File: src/design/audioTxPkg.sv
/* Audio TX shared definitions */
package audioTxPkg;

	//----------------------------------------------------------------------
	// Widths
	//----------------------------------------------------------------------
	localparam int memAdrsWidth = 19;	// One memory word per address
	localparam int dataWidth    = 32;	// Bus word and sample width
	localparam int csrAdrsWidth = 8;	// Offset field of AWADDR / ARADDR

	//----------------------------------------------------------------------
	// Register map
	//----------------------------------------------------------------------
	localparam logic [csrAdrsWidth-1:0] regDmaAdrs = 8'h10;	// Start word address
	localparam logic [csrAdrsWidth-1:0] regDmaLen  = 8'h14;	// Length in words
	localparam logic [csrAdrsWidth-1:0] regDmaEn   = 8'h18;	// Enable, bit 0
	localparam logic [csrAdrsWidth-1:0] regStatus  = 8'h1C;	// Busy, done, underflow

	localparam logic [memAdrsWidth-1:0] dmaAdrsReset = 19'h40000;
	localparam logic [memAdrsWidth-1:0] dmaLenReset  = 19'h30000;

	// AXI response codes
	localparam logic [1:0] respOkay   = 2'b00;
	localparam logic [1:0] respSlvErr = 2'b10;

	//----------------------------------------------------------------------
	// Playback timing and buffering
	//----------------------------------------------------------------------
	localparam int samplePeriod   = 16;	// Clocks per output sample
	localparam int sampleCntWidth = $clog2(samplePeriod);
	localparam logic [sampleCntWidth-1:0] sampleReload = sampleCntWidth'(samplePeriod - 1);

	localparam int fifoDepth    = 4;	// Power of two so pointers wrap
	localparam int fifoPtrWidth = $clog2(fifoDepth);
	localparam logic [fifoPtrWidth:0] fifoFullCnt = (fifoPtrWidth + 1)'(fifoDepth);

	//----------------------------------------------------------------------
	// Bundles
	//----------------------------------------------------------------------
	typedef struct packed {
		logic [memAdrsWidth-1:0] adrs;
		logic [memAdrsWidth-1:0] len;
		logic                    en;
	} dmaCfg;

	typedef struct packed {
		logic busy;
		logic done;
	} dmaStat;

	typedef struct packed {
		logic                    valid;
		logic [memAdrsWidth-1:0] adrs;
	} memReq;

	typedef struct packed {
		logic                 valid;
		logic [dataWidth-1:0] data;
	} memRsp;

	typedef struct packed {
		logic                 valid;
		logic [dataWidth-1:0] data;
	} audioSample;

	typedef enum logic [1:0] {
		stIdle,
		stRequest,
		stWait,
		stDone
	} dmaState;

endpackage

File: src/design/audioTxCsr.sv
/* AXI4-Lite control and status registers */
module audioTxCsr (
	input  logic                                  iSysClk,
	input  logic                                  rst,
	// Write channels
	input  logic                                  awvalid,
	output logic                                  awready,
	input  logic [audioTxPkg::csrAdrsWidth-1:0]   awaddr,
	input  logic                                  wvalid,
	output logic                                  wready,
	input  logic [audioTxPkg::dataWidth-1:0]      wdata,
	output logic                                  bvalid,
	input  logic                                  bready,
	output logic [1:0]                            bresp,
	// Read channels
	input  logic                                  arvalid,
	output logic                                  arready,
	input  logic [audioTxPkg::csrAdrsWidth-1:0]   araddr,
	output logic                                  rvalid,
	input  logic                                  rready,
	output logic [audioTxPkg::dataWidth-1:0]      rdata,
	output logic [1:0]                            rresp,
	// DMA side
	output audioTxPkg::dmaCfg                     cfg,
	input  audioTxPkg::dmaStat                    stat,
	input  logic                                  underflow
);
	logic wrEn;				// Write accepted this cycle
	logic rdEn;				// Read accepted this cycle
	logic underflowSticky;

	// Offset hits one of the four registers
	function automatic logic isReg(input logic [audioTxPkg::csrAdrsWidth-1:0] ofs);
		isReg = (ofs == audioTxPkg::regDmaAdrs) || (ofs == audioTxPkg::regDmaLen) ||
			(ofs == audioTxPkg::regDmaEn) || (ofs == audioTxPkg::regStatus);
	endfunction

	assign wrEn = awvalid & awready & wvalid & wready;
	assign rdEn = arvalid & arready;

	//----------------------------------------------------------------------
	// Handshake
	//----------------------------------------------------------------------
	always_ff @(posedge iSysClk)
	begin
		if (rst)
		begin
			awready <= 1'b0;
			wready  <= 1'b0;
			bvalid  <= 1'b0;
			arready <= 1'b0;
			rvalid  <= 1'b0;
		end
		else
		begin
			// Ready for one cycle once both halves present and none pending
			awready <= ~awready & awvalid & wvalid & ~bvalid;
			wready  <= ~awready & awvalid & wvalid & ~bvalid;
			if (wrEn)
				bvalid <= 1'b1;
			else if (bready)
				bvalid <= 1'b0;	// Held until taken
			arready <= ~arready & arvalid & ~rvalid;
			if (rdEn)
				rvalid <= 1'b1;
			else if (rready)
				rvalid <= 1'b0;
		end
	end

	//----------------------------------------------------------------------
	// Config registers and sticky underflow
	//----------------------------------------------------------------------
	always_ff @(posedge iSysClk)
	begin
		if (rst)
		begin
			cfg <= '{adrs: audioTxPkg::dmaAdrsReset, len: audioTxPkg::dmaLenReset,
				en: 1'b0};
			underflowSticky <= 1'b0;
		end
		else
		begin
			if (wrEn)
			begin
				case (awaddr)
					audioTxPkg::regDmaAdrs: cfg.adrs <= wdata[audioTxPkg::memAdrsWidth-1:0];
					audioTxPkg::regDmaLen:  cfg.len  <= wdata[audioTxPkg::memAdrsWidth-1:0];
					audioTxPkg::regDmaEn:   cfg.en   <= wdata[0];
					default: ;			// Status clear handled below
				endcase
			end
			if (underflow)
				underflowSticky <= 1'b1;	// New event beats a clear
			else if (wrEn && (awaddr == audioTxPkg::regStatus))
				underflowSticky <= 1'b0;
		end
	end

	// Response codes and read data
	always_ff @(posedge iSysClk)
	begin
		if (wrEn)
			bresp <= isReg(awaddr) ? audioTxPkg::respOkay : audioTxPkg::respSlvErr;
		if (rdEn)
		begin
			rresp <= isReg(araddr) ? audioTxPkg::respOkay : audioTxPkg::respSlvErr;
			case (araddr)
				audioTxPkg::regDmaAdrs:
					rdata <= {{(audioTxPkg::dataWidth - audioTxPkg::memAdrsWidth){1'b0}}, cfg.adrs};
				audioTxPkg::regDmaLen:
					rdata <= {{(audioTxPkg::dataWidth - audioTxPkg::memAdrsWidth){1'b0}}, cfg.len};
				audioTxPkg::regDmaEn:
					rdata <= {{(audioTxPkg::dataWidth - 1){1'b0}}, cfg.en};
				audioTxPkg::regStatus:	// Bit 0 busy, 1 done, 2 underflow
					rdata <= {{(audioTxPkg::dataWidth - 3){1'b0}},
						underflowSticky, stat.done, stat.busy};
				default:
					rdata <= '0;
			endcase
		end
	end

endmodule

File: src/design/audioDmaCtrl.sv
/* Audio DMA read sequencer */
module audioDmaCtrl (
	input  logic                   iSysClk,
	input  logic                   rst,
	input  audioTxPkg::dmaCfg      cfg,
	output audioTxPkg::dmaStat     stat,
	input  logic                   fifoRoom,	// Space for one more word
	input  logic                   fifoEmpty,
	input  audioTxPkg::memRsp      rsp,
	output audioTxPkg::memReq      req,
	output logic                   run			// Timer enable
);
	audioTxPkg::dmaState                 state;
	logic [audioTxPkg::memAdrsWidth-1:0] adrsCnt;	// Next word address
	logic [audioTxPkg::memAdrsWidth-1:0] remCnt;	// Words still to fetch
	logic                                lastWord;

	assign lastWord = (remCnt == {{(audioTxPkg::memAdrsWidth - 1){1'b0}}, 1'b1});

	//----------------------------------------------------------------------
	// State machine
	//----------------------------------------------------------------------
	always_ff @(posedge iSysClk)
	begin
		if (rst)
		begin
			state <= audioTxPkg::stIdle;
			run   <= 1'b0;
		end
		else
		begin
			case (state)
				audioTxPkg::stIdle:
				begin
					run <= cfg.en;	// Playback starts with the fetch
					if (cfg.en)
						state <= (cfg.len == '0) ? audioTxPkg::stDone : audioTxPkg::stRequest;
				end
				audioTxPkg::stRequest:
					if (fifoRoom)
						state <= audioTxPkg::stWait;	// Request goes out this cycle
				audioTxPkg::stWait:
					if (rsp.valid)
						state <= lastWord ? audioTxPkg::stDone : audioTxPkg::stRequest;
				audioTxPkg::stDone:
				begin
					if (fifoEmpty)
						run <= 1'b0;	// Drained
					if (!cfg.en)
						state <= audioTxPkg::stIdle;
				end
				default:
					state <= audioTxPkg::stIdle;
			endcase
		end
	end

	// Address and word counters loaded while idle
	always_ff @(posedge iSysClk)
	begin
		if (state == audioTxPkg::stIdle)
		begin
			adrsCnt <= cfg.adrs;
			remCnt  <= cfg.len;
		end
		else if ((state == audioTxPkg::stWait) && rsp.valid)
		begin
			adrsCnt <= adrsCnt + 1'b1;	// Ascending order
			remCnt  <= remCnt - 1'b1;
		end
	end

	//----------------------------------------------------------------------
	// Outputs
	//----------------------------------------------------------------------
	// Single cycle request since stRequest always moves on when it fires
	assign req = '{valid: (state == audioTxPkg::stRequest) && fifoRoom, adrs: adrsCnt};

	assign stat = '{
		busy: (state == audioTxPkg::stRequest) || (state == audioTxPkg::stWait),
		done: (state == audioTxPkg::stDone)
	};

endmodule

File: src/design/sampleRateTimer.sv
/* Sample period timer */
module sampleRateTimer (
	input  logic iSysClk,
	input  logic rst,
	input  logic run,
	output logic tick	// One cycle per sample period
);
	logic [audioTxPkg::sampleCntWidth-1:0] cnt;

	always_ff @(posedge iSysClk)
	begin
		if (rst || !run)
		begin
			cnt  <= audioTxPkg::sampleReload;	// Full period after run rises
			tick <= 1'b0;
		end
		else
		begin
			tick <= (cnt == '0);	// Registered so it lands samplePeriod after start
			if (cnt == '0)
				cnt <= audioTxPkg::sampleReload;
			else
				cnt <= cnt - 1'b1;
		end
	end

endmodule

File: src/design/audioSampleFifo.sv
/* Sample FIFO with underflow detect */
module audioSampleFifo (
	input  logic                    iSysClk,
	input  logic                    rst,
	input  audioTxPkg::memRsp       wr,			// Memory response pushed as is
	input  logic                    tick,
	input  logic                    pending,	// Request issued this cycle
	output logic                    room,
	output logic                    empty,
	output audioTxPkg::audioSample  sample,
	output logic                    underflow
);
	logic [audioTxPkg::dataWidth-1:0]  mem [audioTxPkg::fifoDepth];
	logic [audioTxPkg::fifoPtrWidth-1:0] wrPtr;
	logic [audioTxPkg::fifoPtrWidth-1:0] rdPtr;
	logic [audioTxPkg::fifoPtrWidth:0]   count;
	logic [audioTxPkg::fifoPtrWidth:0]   used;	// Stored plus in flight
	logic                              outstanding;
	logic                              pop;
	logic                              sampleValid;
	logic [audioTxPkg::dataWidth-1:0]  sampleData;

	assign empty = (count == '0);
	assign pop   = tick & ~empty;
	assign used  = count + {{audioTxPkg::fifoPtrWidth{1'b0}}, outstanding};
	assign room  = (used < audioTxPkg::fifoFullCnt);

	//----------------------------------------------------------------------
	// Pointers, count, flags
	//----------------------------------------------------------------------
	always_ff @(posedge iSysClk)
	begin
		if (rst)
		begin
			wrPtr       <= '0;
			rdPtr       <= '0;
			count       <= '0;
			outstanding <= 1'b0;
			sampleValid <= 1'b0;
			underflow   <= 1'b0;
		end
		else
		begin
			if (wr.valid)
				wrPtr <= wrPtr + 1'b1;	// Wraps at fifoDepth
			if (pop)
				rdPtr <= rdPtr + 1'b1;
			case ({wr.valid, pop})
				2'b10:   count <= count + 1'b1;
				2'b01:   count <= count - 1'b1;
				default: ;				// Both or neither
			endcase
			if (pending)
				outstanding <= 1'b1;	// Reserve a slot for the reply
			else if (wr.valid)
				outstanding <= 1'b0;
			sampleValid <= pop;
			underflow   <= tick & empty;	// Tick with nothing to play
		end
	end

	// Storage and output word
	always_ff @(posedge iSysClk)
	begin
		if (wr.valid)
			mem[wrPtr] <= wr.data;
		if (pop)
			sampleData <= mem[rdPtr];
	end

	assign sample = '{valid: sampleValid, data: sampleData};

endmodule

File: src/design/audioTxTop.sv
/* Audio playback subsystem */
module audioTxTop (
	input  logic                                iSysClk,
	input  logic                                rst,
	// AXI4-Lite slave
	input  logic                                awvalid,
	output logic                                awready,
	input  logic [audioTxPkg::csrAdrsWidth-1:0] awaddr,
	input  logic                                wvalid,
	output logic                                wready,
	input  logic [audioTxPkg::dataWidth-1:0]    wdata,
	output logic                                bvalid,
	input  logic                                bready,
	output logic [1:0]                          bresp,
	input  logic                                arvalid,
	output logic                                arready,
	input  logic [audioTxPkg::csrAdrsWidth-1:0] araddr,
	output logic                                rvalid,
	input  logic                                rready,
	output logic [audioTxPkg::dataWidth-1:0]    rdata,
	output logic [1:0]                          rresp,
	// Memory and audio
	output audioTxPkg::memReq                   memReqOut,
	input  audioTxPkg::memRsp                   memRspIn,
	output audioTxPkg::audioSample              audioOut
);
	audioTxPkg::dmaCfg  dmaCfgBus;
	audioTxPkg::dmaStat dmaStatBus;
	logic underflow;	// One cycle pulse from FIFO to CSR
	logic fifoRoom;
	logic fifoEmpty;
	logic run;
	logic tick;

	//----------------------------------------------------------------------
	// Register block
	//----------------------------------------------------------------------
	audioTxCsr csr (
		.iSysClk(iSysClk), .rst(rst),
		.awvalid(awvalid), .awready(awready), .awaddr(awaddr),
		.wvalid(wvalid), .wready(wready), .wdata(wdata),
		.bvalid(bvalid), .bready(bready), .bresp(bresp),
		.arvalid(arvalid), .arready(arready), .araddr(araddr),
		.rvalid(rvalid), .rready(rready), .rdata(rdata), .rresp(rresp),
		.cfg(dmaCfgBus), .stat(dmaStatBus), .underflow(underflow)
	);

	//----------------------------------------------------------------------
	// Fetch, pacing, buffering
	//----------------------------------------------------------------------
	audioDmaCtrl dmaCtrl (
		.iSysClk(iSysClk), .rst(rst),
		.cfg(dmaCfgBus), .stat(dmaStatBus),
		.fifoRoom(fifoRoom), .fifoEmpty(fifoEmpty),
		.rsp(memRspIn), .req(memReqOut), .run(run)
	);

	sampleRateTimer timer (
		.iSysClk(iSysClk), .rst(rst), .run(run), .tick(tick)
	);

	// Issued request marks the slot as in flight
	audioSampleFifo fifo (
		.iSysClk(iSysClk), .rst(rst),
		.wr(memRspIn), .tick(tick), .pending(memReqOut.valid),
		.room(fifoRoom), .empty(fifoEmpty),
		.sample(audioOut), .underflow(underflow)
	);

endmodule

File: config.mk
export PLATFORM = sky130hd
export DESIGN_NAME = audioTxTop
export DESIGN_NICKNAME = d
export VERILOG_FILES = /design/src/design/audioTxPkg.sv /design/src/design/audioTxCsr.sv /design/src/design/audioDmaCtrl.sv /design/src/design/sampleRateTimer.sv /design/src/design/audioSampleFifo.sv /design/src/design/audioTxTop.sv
export SDC_FILE = /design/constraint.sdc
export NUM_CORES = 1
export LEC_CHECK = 0
export ABC_AREA = 1
export BUFFER_PORTS_ARGS = -buffer_cell sky130_fd_sc_hd__buf_4
export CAP_MARGIN = 10
export CORE_MARGIN = 5
export CORE_UTILIZATION = 30
export CTS_CLUSTER_DIAMETER = 200
export DETAILED_ROUTE_END_ITERATION = 16
export PLACE_DENSITY = 0.59
export SETUP_SLACK_MARGIN = 0.5
export SLEW_MARGIN = 5
export SYNTH_ARGS = -nofsm -noshare
export SYNTH_HDL_FRONTEND = slang
export SYNTH_SLANG_ARGS = --single-unit
File: constraint.sdc
create_clock -name iSysClk -period 5.4 [get_ports iSysClk]
set_input_delay 1.08 -clock iSysClk [delete_from_list [all_inputs] [get_ports iSysClk]]
set_output_delay 1.08 -clock iSysClk [all_outputs]
set_load 0.03 [all_outputs]
==> reports/qor.txt, run 1 <==
outcome - completed
Util after Layout - 37.3%
FF+latch count, synth - 281
clk buf depth - 3
dpl hpwl - 18100 um
number of fill cells - 3812
initial antenna violation count - 1
Final nets - 1340
cts bufs inserted - 31
CP Cell Sequence - inv_1, ha_1, nand2_1, inv_1, buf_4
CP Class - reg2out
slew margin rel. - 26.6%
Reg power frac - 45.0%
non-filler instance count after layout - 1780
vias per cell - 4.61
pwr dens - 429 nW/um^2
unrepaired setup endpoints after global routing - no
Required @ worst endpoint - 4.32 ns
synth-to-layout area growth - 22.5%
setup_tns - 0 ns
die height - 208 um
LEAKAGE - 5.35 nW
first-pass GRT wire length - 43700 um
Reg2Reg Launch Point - dmaCtrl.state[0]
Final ANT Viol Nets - 0
Worst path most repeated cell - inv_1
Max Cap Violations - 0
fmax - 0.382 GHz
Cell Int Power - 4.35 mW
clock skew - 0.0151 ns
Clock Root Buffer - clkbuf_16
Max stage delay on crit path - 0.37 ns
hold_sp - timer.cnt[0]
fraction of layout instances using a drive strength above 1 - 18.1%
gr ovfl total - 0
startpoint types - flop
total power - 6.19 mW
Worst EP arrival - 1.54 ns
DR pass1 iterations - 4
Yosys top cell by area - edfxtp_1
Final Wtd Congestion - 0.812
drc violations - 0
CTS tree - yes
Worst-path clk slew - 0.06 ns
Hold Buf Count CTS - 0
num rows - 72
P_sw - 1.84 mW
Synth Cell Area - 11800 um^2
Max FO, Critical Path - 3
core area - 38700 um^2
Tmin final - 2.62 ns
H-tree depth - 1
clock sinks - 281
DR iter-0 viols - 528
CP max-delay cell - dfxtp_1
post-cts sizing count - 0
Syn Area/Cell - 10.8 um^2
Clk pwr share - 36.0%
Setup-failing EPs final - 0
post-synth cell types - 40
sequential fraction of the synthesis area - 66.4%
Synth warnings - 0
Post-Synthesis Cells - 1093
total track usage - 12.3%
Crit. Startpoint - dmaCtrl.state[1]
Final Hold Fails - 0
largest net degree at the start of global routing - 66
Die ar. - 43300 um^2
wire per inst - 15.7 um
top cells by area, synth - edfxtp_1 (56%), dfxtp_1 (11%), o21ai_0 (6.3%)
Worst setup EP type - output port
min-delay worst type - reg2reg
PortBufs - 153
vias in the first global route - 7957
Worst-Margin Slew - 1.10 ns
Slew Limit Fails - 0
post-route clock period utilization - 48.5%
post-synth top area share - 55.8%
Vias - 8202
n_diodes - 0
latest clock arrival within the worst-skew pair - 0.58 ns
I/O pins - 182
combinational share of power - 19.0%
Placed Instances - 1723
Detailed Route WL - 28000 um
Post-CTS Setup Bufs - 0
DIE WIDTH - 208 um
Worst IR Drop VDD - 313 uV
Sw Ratio - 29.7%
initial core utilization - 30.4%
critical path, delay by kind of cell (launching register included):
kind / cells / cell delay (ns)
and+or+nand+nor: 1 / 0.09
DFF: 1 / 0.37
adders and majority gates: 1 / 0.22
buffers and inverters: 3 / 0.30
synth_stat cells, drive strengths merged:
master  count
a211oi      1
a21oi      37
a31oi       3
and2        1
buf        31
clkbuf     32
clkinv      1
conb        1
dfxtp      62
edfxtp    219
fa          1
ha         13
inv        81
nand2     153
nand3      34
nand4      11
nor2      162
nor3       28
nor3b       1
nor4        2
o211ai      4
o21a        1
o21ai     150
o21bai      1
o22ai      38
o31ai       1
xnor2      12
xor2       12
layout by cell type, fill, tap and decap left out, types with 5 or more instances in the layout:
| cell | n |
|---|---|
| o22ai_1 | 38 |
| a21oi_1 | 37 |
| nand3_1 | 32 |
| bufinv_16 | 5 |
| dfxtp_1 | 61 |
| o21ai_0 | 147 |
| xor2_1 | 12 |
| xnor2_1 | 12 |
| inv_1 | 76 |
| clkinv_1 | 5 |
| clkbuf_16 | 32 |
| nand2_1 | 151 |
| nand4_1 | 11 |
| edfxtp_1 | 219 |
| nor2_1 | 159 |
| buf_4 | 161 |
| ha_1 | 13 |
| nor3_1 | 24 |
| inv_2 | 5 |
| conb_1 | 15 |
sequential cells by signal, indices dropped and copies added (netlist names), 2 cells and up:
signal and cells:
fifo.count 3, csr.cfg 39, csr.rdata 19, fifo.mem 128
dmaCtrl.remCnt 19, dmaCtrl.adrsCnt 19, fifo.rdPtr 2, fifo.wrPtr 2
fifo.sampleData 32, dmaCtrl.state 2, timer.cnt 4
cells by family (layout without fill, tap and decap cells):
kind of cell / count (synthesis) / count (layout) / synth area share, %
AO/OA/AOI/OAI: 236 / 236 / 10.6
XOR/XNOR: 24 / 24 / 1.78
adder cells (fa/ha/maj): 14 / 14 / 1.55
buffers and inverters: 145 / 300 / 5.62
flip-flops: 281 / 281 / 66.4
other: 1 / 15 / 0.0318
AND/OR/NAND/NOR: 392 / 392 / 14.0
final timing paths:
path | to | slack (ns) | depth (start not counted)
min reg2reg | timer.cnt[0] | 0.40 | 1
max reg2reg | dmaCtrl.state[1] | 3.18 | 9
max | memReqOut[19] | 2.78 | 5
min | timer.cnt[0] | 0.40 | 1
layout make-up:
cell class                      count  area [um^2]  area share [%]
Clock buffer                       38          843            5.84
Clock inverter                     19          244            1.69
Inverter                           82          308            2.13
Multi-Input combinational cell    681         3370            23.3
Sequential cell                   281         7820            54.2
Tap cell                          518          648            4.49
Timing Repair Buffer              161         1210            8.37
per-stage QoR:
stage | area (um^2) | worst slack, ns | hold slack [ns]
2_1_floorplan | 11800 | 1.07 | 0.378
3_3_place_gp | 13300 | 2.46 | 0.389
3_5_place_dp | 13300 | 2.50 | 0.391
4_1_cts | 14400 | 2.73 | 0.406
5_1_grt | 14400 | 2.70 | 0.430
6_report | 14400 | 2.78 | 0.402
power groups by stage:
stage	registers, mW	clock network (mW)	logic, mW
after floorplan	2.94	0	0.679
after global placement	2.83	0	1.18
after detailed placement	2.83	0	1.18
after CTS	2.79	2.29	1.19
after global routing	2.81	2.39	1.31
final	2.79	2.23	1.17
layer usage:
| layer | routed length, um | track usage, % |
|---|---|---|
| met4 | 736 | 4.03 |
| met3 | 1520 | 2.59 |
| met2 | 13100 | 20.3 |
| met5 | 8 | 0 |
| met1 | 12600 | 16.3 |
Power figures use the tool's default switching activity.
==> inputs of run 2 (changes only) <==
Settings changed: PLACE_DENSITY 0.59 to 0.6.
Clock period 5.4 ns to 2.2 ns, I/O delays scaled along.
==> run 2 against run 1 <==
  * Sequential power increased by 140%
  * Flip-flop and latch count did not move
  * Core utilization grew 1.2 points
  * Critical path type unchanged
==> reports/qor.txt, run 2 (synthesis results as in run 1) <==
I/O pins - 182
latest clock arrival within the worst-skew pair - 0.56 ns
CTS tree - yes
Max FO, Critical Path - 3
number of fill cells - 3809
Top Registers - fifo.mem (128), csr.cfg (39), fifo.sampleData (32)
drc violations - 0
Sw Ratio - 29.9%
setup_tns - 0 ns
outcome - completed
max reg flops - 128
Hold Buf Count CTS - 0
startpoint types - flop
total track usage - 12.1%
min-delay worst type - in2reg
largest net degree at the start of global routing - 65
initial antenna violation count - 0
commonest non-fill, non-tap cell in the layout - edfxtp_1
Worst-path clk slew - 0.06 ns
dpl hpwl - 18300 um
Top Family by Delay on Critical Path - flip-flops
Max stage delay on crit path - 0.36 ns
clock sinks - 281
P_sw - 4.59 mW
fmax - 0.548 GHz
H-tree depth - 1
CP Class - reg2out
DR pass1 iterations - 5
post-route clock period utilization - 82.9%
Final Wtd Congestion - 0.833
Die ar. - 43300 um^2
Worst IR Drop VDD - 761 uV
Worst EP arrival - 1.38 ns
vias in the first global route - 8163
vias per cell - 4.60
fraction of layout instances using a drive strength above 1 - 22.6%
Final nets - 1381
Vias - 8383
initial core utilization - 30.4%
first-pass GRT wire length - 43200 um
combinational share of power - 23.2%
Tmin final - 1.82 ns
CP Cell Sequence - nand4_1, nand2_1, nand2_2, inv_2, buf_6
pwr dens - 1030 nW/um^2
cts bufs inserted - 30
wire per inst - 15.1 um
unrepaired setup endpoints after global routing - yes
Reg with most FFs - fifo.mem
Required @ worst endpoint - 1.76 ns
Final Hold Fails - 0
Cell Int Power - 10.8 mW
Final ANT Viol Nets - 0
Clk pwr share - 32.5%
core area - 38700 um^2
num rows - 72
synth-to-layout area growth - 26.4%
Reg power frac - 44.3%
Slew Limit Fails - 0
Util after Layout - 38.4%
final setup margin - 0.376 ns
CP max-delay cell - dfxtp_4
clock skew - 0.0101 ns
WP buf/inv - 2
total power - 15.4 mW
gr ovfl total - 0
n_diodes - 0
Max Cap Violations - 0
DIE WIDTH - 208 um
hold_ws - 0.0781 ns
LEAKAGE - 5.55 nW
Detailed Route WL - 27600 um
DR iter-0 viols - 473
Setup-failing EPs final - 0
die height - 208 um
Worst setup EP type - output port
Clock Root Buffer - clkbuf_16
PortBufs - 153
most frequent cells in the layout - edfxtp_1 (219), buf_4 (190), nor2_1 (155)
clk buf depth - 3
Place WS - 0.301 ns
-- run 2: cell count changes in the layout (fill, tap and decap cells not counted), moves of 4 or more --
cell / previous run / this run
buf_4: 161 / 190
buf_12: 0 / 8
inv_1: 76 / 69
dfxtp_1: 61 / 55
dfxtp_2: 1 / 6
ha_1: 13 / 8
buf_6: 0 / 4
clkbuf_1: 4 / 8
nor2_1: 159 / 155
-- run 2: worst reg2reg max path, stage by stage, from the launching register on --
cell	delay [ns]
dfxtp_4	0.35
buf_4	0.14
inv_4	0.05
nand3_4	0.08
nand2_4	0.09
clkinvlp_4	0.11
ha_4	0.17
inv_4	0.06
fa_2	0.42
nor2_1	0.13
a21oi_1	0.05
nor2_1	0.10
-- run 2: power by group through the flow --
stage	registers [mW]	clock network (mW)	logic [mW]
4_1_cts	6.81	5.11	3.35
3_3_place_gp	6.96	0	3.02
2_1_floorplan	7.18	0	1.72
6_report	6.80	4.99	3.57
5_1_grt	6.85	5.34	3.91
3_5_place_dp	6.96	0	3.07
-- run 2: final cells by class --
class | count | area [um^2] | share of cell area (%)
multi-input cells | 681 | 3470 | 23.3
flip-flops and latches | 281 | 7830 | 52.6
well taps | 518 | 648 | 4.35
inverters | 82 | 320 | 2.15
repair buffers | 203 | 1650 | 11.1
clock buffers | 41 | 822 | 5.52
clock inverters | 15 | 159 | 1.07
-- run 2: metrics by stage --
stage | instances | cell area [um^2]
floorplan | 1107 | 11900
global placement | 1740 | 13600
detailed placement | 1740 | 13600
CTS | 1810 | 14700
global route | 1821 | 14900
finish | 1821 | 14900
-- run 2: worst paths after layout --
| path | startpoint | endpoint | slack, ns | cells past startpoint |
|---|---|---|---|---|
| setup / recovery | fifo.count[1] | memReqOut[19] | 0.38 | 5 |
| hold / removal | memRspIn[7] | fifo.mem[0][7] | 0.08 | 1 |
| setup reg to reg | fifo.count[1] | fifo.count[1] | 0.38 | 11 |
| hold reg to reg | timer.cnt[0] | timer.cnt[0] | 0.41 | 1 |
-- run 2: repair_timing --
action                     4_1_cts  5_1_grt
buffers inserted                14       11
setup endpoints to repair       17       78
pin swaps                        7       10
resized for setup               21       18
-- run 2: metal layers --
metal	vias up	part of all wire [%]	wire length, um	global-route usage, %
met4	0	2.3	632	3.37
met5	-	0	0	0
li1	4152	-	-	-
met3	44	5.6	1530	2.35
met1	3961	44	12100	16.2
met2	226	48	13300	20.3
==> inputs of run 3 (changes only) <==
Settings changed: PLACE_DENSITY 0.6 to 0.59.
Clock period 2.2 ns to 1.7 ns, I/O delays scaled along.
==> run 3 against run 2 <==
  * The flow now finishes with violations (setup timing)
  * First-iteration DRC count up 25%
  * Sequential share of layout area down 12 points
  * Core utilization up 11 points
  * Clock skew up 0.0076 ns
  * Total power up 75%
  * Clock power up 47%
  * Flip-flop and latch count unchanged
  * Count of clock-buffer cells in the layout down 2
  * Register-to-register slack worse by 0.44 ns
  * Combinational power rose to 3.0 times the previous value
  * Highest routed layer unchanged
  * Final cell count up 11%
  * Setup slack worse by 0.44 ns
==> reports/qor.txt, run 3 (synthesis results as in run 1) <==
outcome - finished with violations
violated checks - setup timing
gr ovfl total - 0
Top Registers - fifo.mem (128), csr.cfg (39), fifo.sampleData (32)
LEAKAGE - 7.40 nW
initial antenna violation count - 0
Final nets - 1580
clock skew - 0.0178 ns
I/O pins - 182
Setup-failing EPs final - 5
Final Wtd Congestion - 0.811
fraction of layout instances using a drive strength above 1 - 46.5%
Vias - 9732
initial core utilization - 30.4%
hold_ws - 0.0307 ns
CTS tree - yes
startpoint types - flop
GR met1 Demand/Resource - 19.3%
vias in the first global route - 9293
dpl hpwl - 19800 um
clock sinks - 281
Reg area - 7850 um^2
Tmin final - 1.77 ns
num rows - 72
largest net degree at the start of global routing - 51
commonest non-fill, non-tap cell in the layout - edfxtp_1
Final Hold Fails - 0
pwr dens - 1390 nW/um^2
DIE WIDTH - 208 um
die height - 208 um
latest clock arrival within the worst-skew pair - 0.54 ns
n_diodes - 0
Reg with most FFs - fifo.mem
area of the multi-input gates - 4640 um^2
Die ar. - 43300 um^2
total track usage - 15.0%
Clock Root Buffer - clkbuf_16
drc violations - 0
clk buf depth - 3
Worst-path clk slew - 0.06 ns
Worst setup EP type - output port
Slew Limit Fails - 0
number of fill cells - 3221
Worst EP arrival - 1.43 ns
first-pass GRT wire length - 52000 um
GR Util met2 - 25.3%
CP Class - reg2out
DR iter-0 viols - 589
min-delay worst type - in2reg
final setup margin - -0.0675 ns
met3 GRT Util - 2.98%
synth-to-layout area growth - 63.8%
Final ANT Viol Nets - 0
Max Cap Violations - 0
max reg flops - 128
core area - 38700 um^2
Util after Layout - 49.8%
Required @ worst endpoint - 1.36 ns
cts bufs inserted - 34
Worst IR Drop VDD - 1290 uV
fmax - 0.566 GHz
PortBufs - 153
Detailed Route WL - 37200 um
H-tree depth - 2
most frequent cells in the layout - edfxtp_1 (219), buf_4 (160), buf_6 (136)
DR pass1 iterations - 5
unrepaired setup endpoints after global routing - yes
post-route clock period utilization - 104%
most crowded layer after global routing - met2
Max FO, Critical Path - 3
vias per cell - 4.81
wire per inst - 18.4 um
==> run 3: critical path, stage by stage, from the launching register on <==
cell and delay (ns):
dfxtp_2 0.34, buf_6 0.11, nand3_2 0.07, nand2_2 0.08
nand2_1 0.06, nand2_2 0.07, inv_2 0.04, buf_6 0.13
==> run 3: what timing repair did <==
| item | 4_1_cts | 5_1_grt |
|---|---|---|
| gates resized for setup | 265 | 196 |
| buffers inserted | 87 | 42 |
| gates cloned | 17 | 26 |
| setup endpoints to repair | 379 | 408 |
| hold buffers | 31 | 0 |
| endpoints found under the hold margin | 124 | 0 |
| pin swaps | 74 | 75 |
==> run 3: final cells by class <==
class,instances,area share [%]
Clock inverter,23,1.35
Multi-Input combinational cell,681,24.0
Timing Repair Buffer,396,23.9
Inverter,82,2.06
Clock buffer,39,4.51
Sequential cell,281,40.7
Timing Repair inverter,2,0.0843
Tap cell,518,3.36
==> run 3: worst paths after layout <==
kind,from,end,slack [ns],cells after the start
max reg2reg,fifo.count[1],fifo.count[1],-0.06,11
max,fifo.count[1],memReqOut[19],-0.07,7
min,memRspIn[17],fifo.mem[2][17],0.03,1
min reg2reg,timer.cnt[0],timer.cnt[0],0.41,1
==> run 3: metal layers <==
layer	part of all wire, %	vias up	routed length, um
li1	-	4575	-
met1	41	4769	15100
met2	50	315	18700
met3	6.2	73	2330
met4	2.9	0	1080
met5	0	-	0
==> run 3: metrics by stage <==
step / setup slack, ns / TNS, ns / cell area, um^2 / cells / total power [mW]
2_1_floorplan: -0.412 / -0.902 / 12400 / 1107 / 12.2
3_3_place_gp: -0.0412 / -0.0412 / 14200 / 1757 / 13.6
3_5_place_dp: -0.0594 / -0.0594 / 14200 / 1757 / 13.6
4_1_cts: -0.0990 / -0.162 / 17700 / 1954 / 24.7
5_1_grt: -0.161 / -0.857 / 19300 / 2022 / 27.8
6_report: -0.0675 / -0.169 / 19300 / 2022 / 26.8
==> run 3: power breakdown <==
part	leakage (nW)	switching, mW	internal [mW]
combinational	4.29	5.16	5.43
clock	0.539	2.98	4.35
sequential	2.57	0.531	8.36
